--- src/hdl/wallace_mult_config.svh ---
`ifndef WALLACE_MULT_CONFIG_SVH
`define WALLACE_MULT_CONFIG_SVH

// Widths of the unsigned multiplier datapath.

// Bits per operand.
`define MULT_WIDTH 16

// The full product of two operands needs twice the operand width.
`define PROD_WIDTH (2 * `MULT_WIDTH)

// Rising edges from operand capture to the product appearing on the output.
// The operand register samples the inputs, and the carry-save register and
// the product register each add one edge after that.
`define MULT_LATENCY 2

`endif

--- src/hdl/wallace_mult_pkg.sv ---
`include "wallace_mult_config.svh"

package wallace_mult_pkg;

	// One unsigned multiplier input.
	typedef logic [`MULT_WIDTH-1:0] operand_t;

	// Full width unsigned product.
	typedef logic [`PROD_WIDTH-1:0] product_t;

	// Multiplicand and multiplier, presented together every cycle.
	typedef struct packed {
		operand_t a; // Multiplicand.
		operand_t b; // Multiplier.
	} operands_t;

	// Redundant result of the tree.
	// The product is sum + carry, and the carry word is already shifted to its weight.
	typedef struct packed {
		product_t sum;
		product_t carry;
	} carry_save_t;

	// One partial product row, placed at its final bit weight.
	typedef logic [`PROD_WIDTH-1:0] pp_row_t;

endpackage

--- src/hdl/wallace_tree.sv ---
`timescale 1ns/100ps

`include "wallace_mult_config.svh"

// Partial product generation and carry-save reduction.
// Purely combinational. The sixteen rows shrink 16, 11, 8, 6, 4, 3, 2 over six layers.
module wallace_tree (
	input  wallace_mult_pkg::operands_t   operands,
	output wallace_mult_pkg::carry_save_t reduced
);

	import wallace_mult_pkg::*;

	// One partial product row per multiplier bit.
	localparam int ROWS = `MULT_WIDTH;

	// Rows left after one layer of 3:2 compression.
	// Each full group of three gives a sum and a carry row, and leftovers pass through.
	function automatic int rows_after(input int n);
		return 2 * (n / 3) + n % 3;
	endfunction

	// Number of rows entering a given layer.
	function automatic int rows_at(input int layer);
		int n;
		n = ROWS;
		for (int i = 0; i < layer; i++) begin
			n = rows_after(n);
		end
		return n;
	endfunction

	// Layers needed until only a sum and carry row remain.
	function automatic int layer_count();
		int n;
		int layers;
		n = ROWS;
		layers = 0;
		while (n > 2) begin
			n = rows_after(n);
			layers++;
		end
		return layers;
	endfunction

	localparam int LAYERS = layer_count(); // Six for sixteen rows.

	// Row storage for every layer.
	// Index 0 holds the raw partial products and index LAYERS the final pair.
	// Slots above the live row count of a layer are tied to zero.
	pp_row_t row [0:LAYERS][0:ROWS-1];

	// Partial products.
	// The multiplicand is gated by one multiplier bit and shifted to that bit's weight.
	for (genvar r = 0; r < ROWS; r++) begin : g_pp
		assign row[0][r] = pp_row_t'(operands.a & {`MULT_WIDTH{operands.b[r]}}) << r;
	end

	// Reduction layers.
	for (genvar l = 0; l < LAYERS; l++) begin : g_layer
		localparam int N_IN   = rows_at(l);
		localparam int GROUPS = N_IN / 3;
		localparam int N_OUT  = rows_after(N_IN);

		// Carry-save adders, one per group of three rows.
		// Every bit column gets its own full adder, with no carry between columns.
		for (genvar g = 0; g < GROUPS; g++) begin : g_csa
			pp_row_t x;
			pp_row_t y;
			pp_row_t z;

			assign x = row[l][3*g];
			assign y = row[l][3*g+1];
			assign z = row[l][3*g+2];

			// Sum stays at the same weight.
			assign row[l+1][2*g] = x ^ y ^ z;

			// Majority moves one place up.
			// The top bit shifted out is always zero since every row is below 2**PROD_WIDTH.
			assign row[l+1][2*g+1] = ((x & y) | (x & z) | (y & z)) << 1;
		end

		// One or two leftover rows go to the next layer unchanged.
		// They land right after the 2*GROUPS rows from the adders.
		for (genvar r = 3 * GROUPS; r < N_IN; r++) begin : g_pass
			assign row[l+1][r - GROUPS] = row[l][r];
		end

		// Slots no longer in use from here on.
		for (genvar r = N_OUT; r < ROWS; r++) begin : g_idle
			assign row[l+1][r] = '0;
		end
	end

	// The last layer holds exactly two rows.
	assign reduced.sum   = row[LAYERS][0];
	assign reduced.carry = row[LAYERS][1]; // Already at its weight.

endmodule

--- src/hdl/carry_ripple_adder.sv ---
`timescale 1ns/100ps

`include "wallace_mult_config.svh"

// Final adder of the multiplier.
// Resolves the carry-save pair into one word with a plain ripple chain.
module carry_ripple_adder (
	input  wallace_mult_pkg::carry_save_t operands,
	output wallace_mult_pkg::product_t    sum
);

	import wallace_mult_pkg::*;

	// Carry into each bit position.
	logic [`PROD_WIDTH-1:0] carry;

	assign carry[0] = 1'b0; // Nothing enters the LSB.

	// One full adder cell per bit, LSB first.
	for (genvar i = 0; i < `PROD_WIDTH; i++) begin : g_cell
		logic a;
		logic b;

		assign a = operands.sum[i];
		assign b = operands.carry[i];

		assign sum[i] = a ^ b ^ carry[i];

		// The MSB cell produces no carry out.
		// The product of two unsigned operands always fits in the full width.
		if (i < `PROD_WIDTH - 1) begin : g_carry
			assign carry[i+1] = (a & b) | (a & carry[i]) | (b & carry[i]);
		end
	end

endmodule

--- src/hdl/wallace_mult.sv ---
`timescale 1ns/100ps

// Pipelined unsigned Wallace tree multiplier.
// Operands are accepted on every rising edge with no handshake.
// Stage 1 registers the operands, stage 2 the carry-save pair from the tree,
// and stage 3 the resolved product.
module wallace_mult (
	input  logic                        clk,
	input  logic                        arst_n,
	input  wallace_mult_pkg::operands_t operands,
	output wallace_mult_pkg::product_t  product
);

	import wallace_mult_pkg::*;

	operands_t   operands_q; // Operand register.
	carry_save_t reduced;    // Tree output.
	carry_save_t reduced_q;  // Carry-save register.
	product_t    product_d;  // Ripple adder output.

	// Stage 1.
	always_ff @(posedge clk or negedge arst_n) begin
		if (!arst_n) begin
			operands_q <= '0;
		end else begin
			operands_q <= operands;
		end
	end

	// Partial products and 3:2 reduction, combinational.
	wallace_tree u_wallace_tree (
		.operands (operands_q),
		.reduced  (reduced)
	);

	// Stage 2.
	// Splits the tree from the ripple chain, the two long paths of the datapath.
	always_ff @(posedge clk or negedge arst_n) begin
		if (!arst_n) begin
			reduced_q <= '0;
		end else begin
			reduced_q <= reduced;
		end
	end

	// Final carry propagation, combinational.
	carry_ripple_adder u_carry_ripple_adder (
		.operands (reduced_q),
		.sum      (product_d)
	);

	// Stage 3.
	// Drives the output straight from a flop.
	always_ff @(posedge clk or negedge arst_n) begin
		if (!arst_n) begin
			product <= '0; // Reads zero during reset.
		end else begin
			product <= product_d;
		end
	end

endmodule

--- config.mk ---
export PLATFORM = sky130hd
export DESIGN_NAME = wallace_mult
export DESIGN_NICKNAME = d
export VERILOG_FILES = /design/src/hdl/wallace_mult_pkg.sv /design/src/hdl/wallace_tree.sv /design/src/hdl/carry_ripple_adder.sv /design/src/hdl/wallace_mult.sv
export VERILOG_INCLUDE_DIRS = /design/src /design/src/hdl
export SDC_FILE = /design/constraint.sdc
export NUM_CORES = 1
export LEC_CHECK = 0
export ABC_AREA = 1
export BUFFER_PORTS_ARGS = -buffer_cell sky130_fd_sc_hd__buf_2
export CORE_ASPECT_RATIO = 1.5
export CORE_MARGIN = 2
export CORE_UTILIZATION = 43
export DETAILED_ROUTE_END_ITERATION = 6
export PLACE_DENSITY_LB_ADDON = 0.12
export SLEW_MARGIN = 40
export SYNTH_ARGS = -nofsm -noshare
export SYNTH_HDL_FRONTEND = slang
export SYNTH_SLANG_ARGS = --single-unit
--- constraint.sdc ---
create_clock -name clk -period 17.11 [get_ports clk]
set_clock_uncertainty 0.15 [all_clocks]
set_input_delay 2.5665 -clock clk [delete_from_list [all_inputs] [get_ports clk]]
set_output_delay 2.5665 -clock clk [all_outputs]
set_load 0.05 [all_outputs]
==> flow_metrics.env <==
export IMPL_cts_root_buffer="clkbuf_16"
export IMPL_syn_num_nets=1433
export IMPL_layout_setup_ws_ns=6.99
export IMPL_fin_crit_ns=10.12
export IMPL_syn_area_um2=11400
export IMPL_path_class="reg2reg"
export IMPL_max_freq_ghz=0.0989
export IMPL_cts_resized=0
export IMPL_cp_end_kind="flip-flop"
export IMPL_ys_ff_latch=120
export IMPL_hold_viol_final=0
export IMPL_fin_crit_sh=0.591
export IMPL_rows=73
export IMPL_design_core_area_um2=26300
export IMPL_cp_arrival_ns=10.34
export IMPL_grt_first_pass_wirelength_mm=40.5
export IMPL_drive_gt1_frac=0.0922
export IMPL_max_clock_path_buffers=2
export IMPL_power_frac_clock=0.218
export IMPL_grt_overflow=0
export IMPL_p_leak_nw=7.27
export IMPL_synth_cell_types=10
export IMPL_cp_required_ns=17.34
export IMPL_yosysSeqAreaShare=0.264
export IMPL_nets=1459
export IMPL_htreeDepth=4
export IMPL_yosysWarnings=0
export IMPL_initial_utilization=0.433
export IMPL_crit_fanout=1
export IMPL_via_count=6624
export IMPL_grt_pass1_vias=7814
export IMPL_diodes=0
export IMPL_crit_slowest_cell="fa_1"
export IMPL_hold_class="reg2reg"
export IMPL_vdd_drop_max_mv=0.0792
export IMPL_net_switching_power_uw=729
export IMPL_hold_ws_ns=0.194
export IMPL_die_h_um=203
export IMPL_status="completed"
export IMPL_avgSynthCellArea_um2=10.2
export IMPL_slew_viol_final=0
export IMPL_sequentialPowerShare=0.274
export IMPL_cts_sinks=120
export IMPL_powerDensity_nw_per_um2=138
export IMPL_first_iter_violations=234
export IMPL_drv_cap=0
export IMPL_setup_viol=0
export IMPL_fin_tns_setup_ns=0
export IMPL_comb_power_share=0.508
export IMPL_portBuffers=65
export IMPL_clk_latency_ns=0.44
export IMPL_gp_congestion=0.781
export IMPL_area_growth_pct=5.49
export IMPL_wire_per_inst_um=15.7
export IMPL_slowest_delay_ns=0.47
export IMPL_post_cts_buffers=0
export IMPL_rsz0062_at_grt="false"
export IMPL_cts_tree="done"
export IMPL_slew_limit_headroom=0.442
export IMPL_ctsHoldBuffers=0
export IMPL_netSwitchingFraction=0.441
export IMPL_io_pins=66
export IMPL_drt_wl_total_mm=23.5
export IMPL_die_width_um=137
export IMPL_ant_nets=0
export IMPL_synthCells=1122
export IMPL_dpl_worst_slack_ns=6.83
export IMPL_cpMostUsedCell="fa_1"
export IMPL_antenna_found_initial=0
export IMPL_via_per_inst=4.42
export IMPL_dr_pass1_iters=4
export IMPL_clkTransAtPathRegs_ns=0.06
export IMPL_cts_buffers=17
export IMPL_grt_total_usage=0.198
export IMPL_start_kind="flip-flop"
export IMPL_intPower_uw=924
export IMPL_drc=0
export IMPL_dpl_hpwl_mm=17.7
export IMPL_tightest_slew_ns=0.837
export IMPL_grt_max_degree=79
export IMPL_fp_dieArea_um2=27800
worst paths after layout:
check | start | endpoint | slack (ns) | cells after the start
max | reduced_q[7] | product[30] | 6.99 | 26
min | reduced_q[38] | product[6] | 0.19 | 0
max reg2reg | reduced_q[7] | product[30] | 6.99 | 26
min reg2reg | reduced_q[38] | product[6] | 0.19 | 0
max in group asynchronous | arst_n | operands_q[13] | 13.88 | 2
min in group asynchronous | arst_n | product[3] | 1.88 | 1
area by class of cell:
cell class,count,area [um2]
fill,2594,14300
tap,337,422
inverter,402,1510
timing repair buffer,71,383
multi-input combinational,536,6110
clock inverter,15,155
clock buffer,17,425
sequential,120,3010
cell usage in the layout (no fill, tap or decap):
cell type | netlist | routed
clkbuf_16 | 0 | 17
nand2_1 | 258 | 258
clkinv_4 | 0 | 1
clkinvlp_4 | 0 | 4
nand2_2 | 1 | 1
fa_1 | 223 | 223
ha_1 | 54 | 54
inv_2 | 1 | 1
inv_1 | 401 | 401
inv_6 | 0 | 6
dfrtp_1 | 120 | 118
buf_6 | 45 | 1
inv_8 | 0 | 3
buf_4 | 4 | 5
bufinv_16 | 0 | 1
buf_2 | 0 | 64
clkbuf_8 | 0 | 1
dfrtp_2 | 0 | 2
worst max-delay path: cells and delay by family, from the launching register on:
family	cells	cell delay, ns
fa+ha+maj	24	9.42
flops	1	0.36
buf+inv	2	0.13
synth_stat cells:
library cell / number / area, um2
buf_4: 4 / 30.0
dfrtp_1: 120 / 3000
ha_1: 54 / 676
buf_6: 45 / 507
inv_1: 401 / 1510
nand2_1: 258 / 968
inv_2: 1 / 3.75
buf_8: 15 / 225
nand2_2: 1 / 6.26
fa_1: 223 / 4460
registers in the layout, summed over array words and instances (netlist names):
name,flops
operands_q,32
reduced_q,56
product,32
power by group through the flow:
| stage | registers (mW) | logic (mW) | clock network, mW |
|---|---|---|---|
| finish | 0.453 | 0.839 | 0.360 |
| global route | 0.465 | 0.995 | 0.382 |
| CTS | 0.456 | 0.878 | 0.371 |
| detailed placement | 0.461 | 0.868 | 0 |
| global placement | 0.460 | 0.858 | 0 |
| floorplan | 0.555 | 0.506 | 0 |
per-stage QoR:
step	total power, mW	cell area [um2]	utilization	cells
final	1.65	12000	0.457	1498
after global routing	1.84	12000	0.457	1498
after CTS	1.71	12000	0.457	1498
after detailed placement	1.33	11400	0.435	1466
after global placement	1.32	11400	0.434	1466
after floorplan	1.06	11400	-	1122
per-layer routing:
| layer | up-vias | track usage | share of wire |
|---|---|---|---|
| met2 | 69 | 0.385 | 0.59 |
| met4 | 0 | 0.0770 | 0.033 |
| met3 | 32 | 0.0263 | 0.019 |
| li1 | 3023 | - | - |
| met5 | - | 0 | 0 |
| met1 | 3500 | 0.212 | 0.36 |
cells by family (layout without fill, tap and decap cells):
group	after synthesis	in the layout	share of synthesized area
adder cells (fa/ha/maj)	277	277	0.451
buffers and inverters	466	505	0.199
flip-flops	120	120	0.264
AND/OR/NAND/NOR	259	259	0.0856
Note: power is estimated with default switching activity, not from simulation.
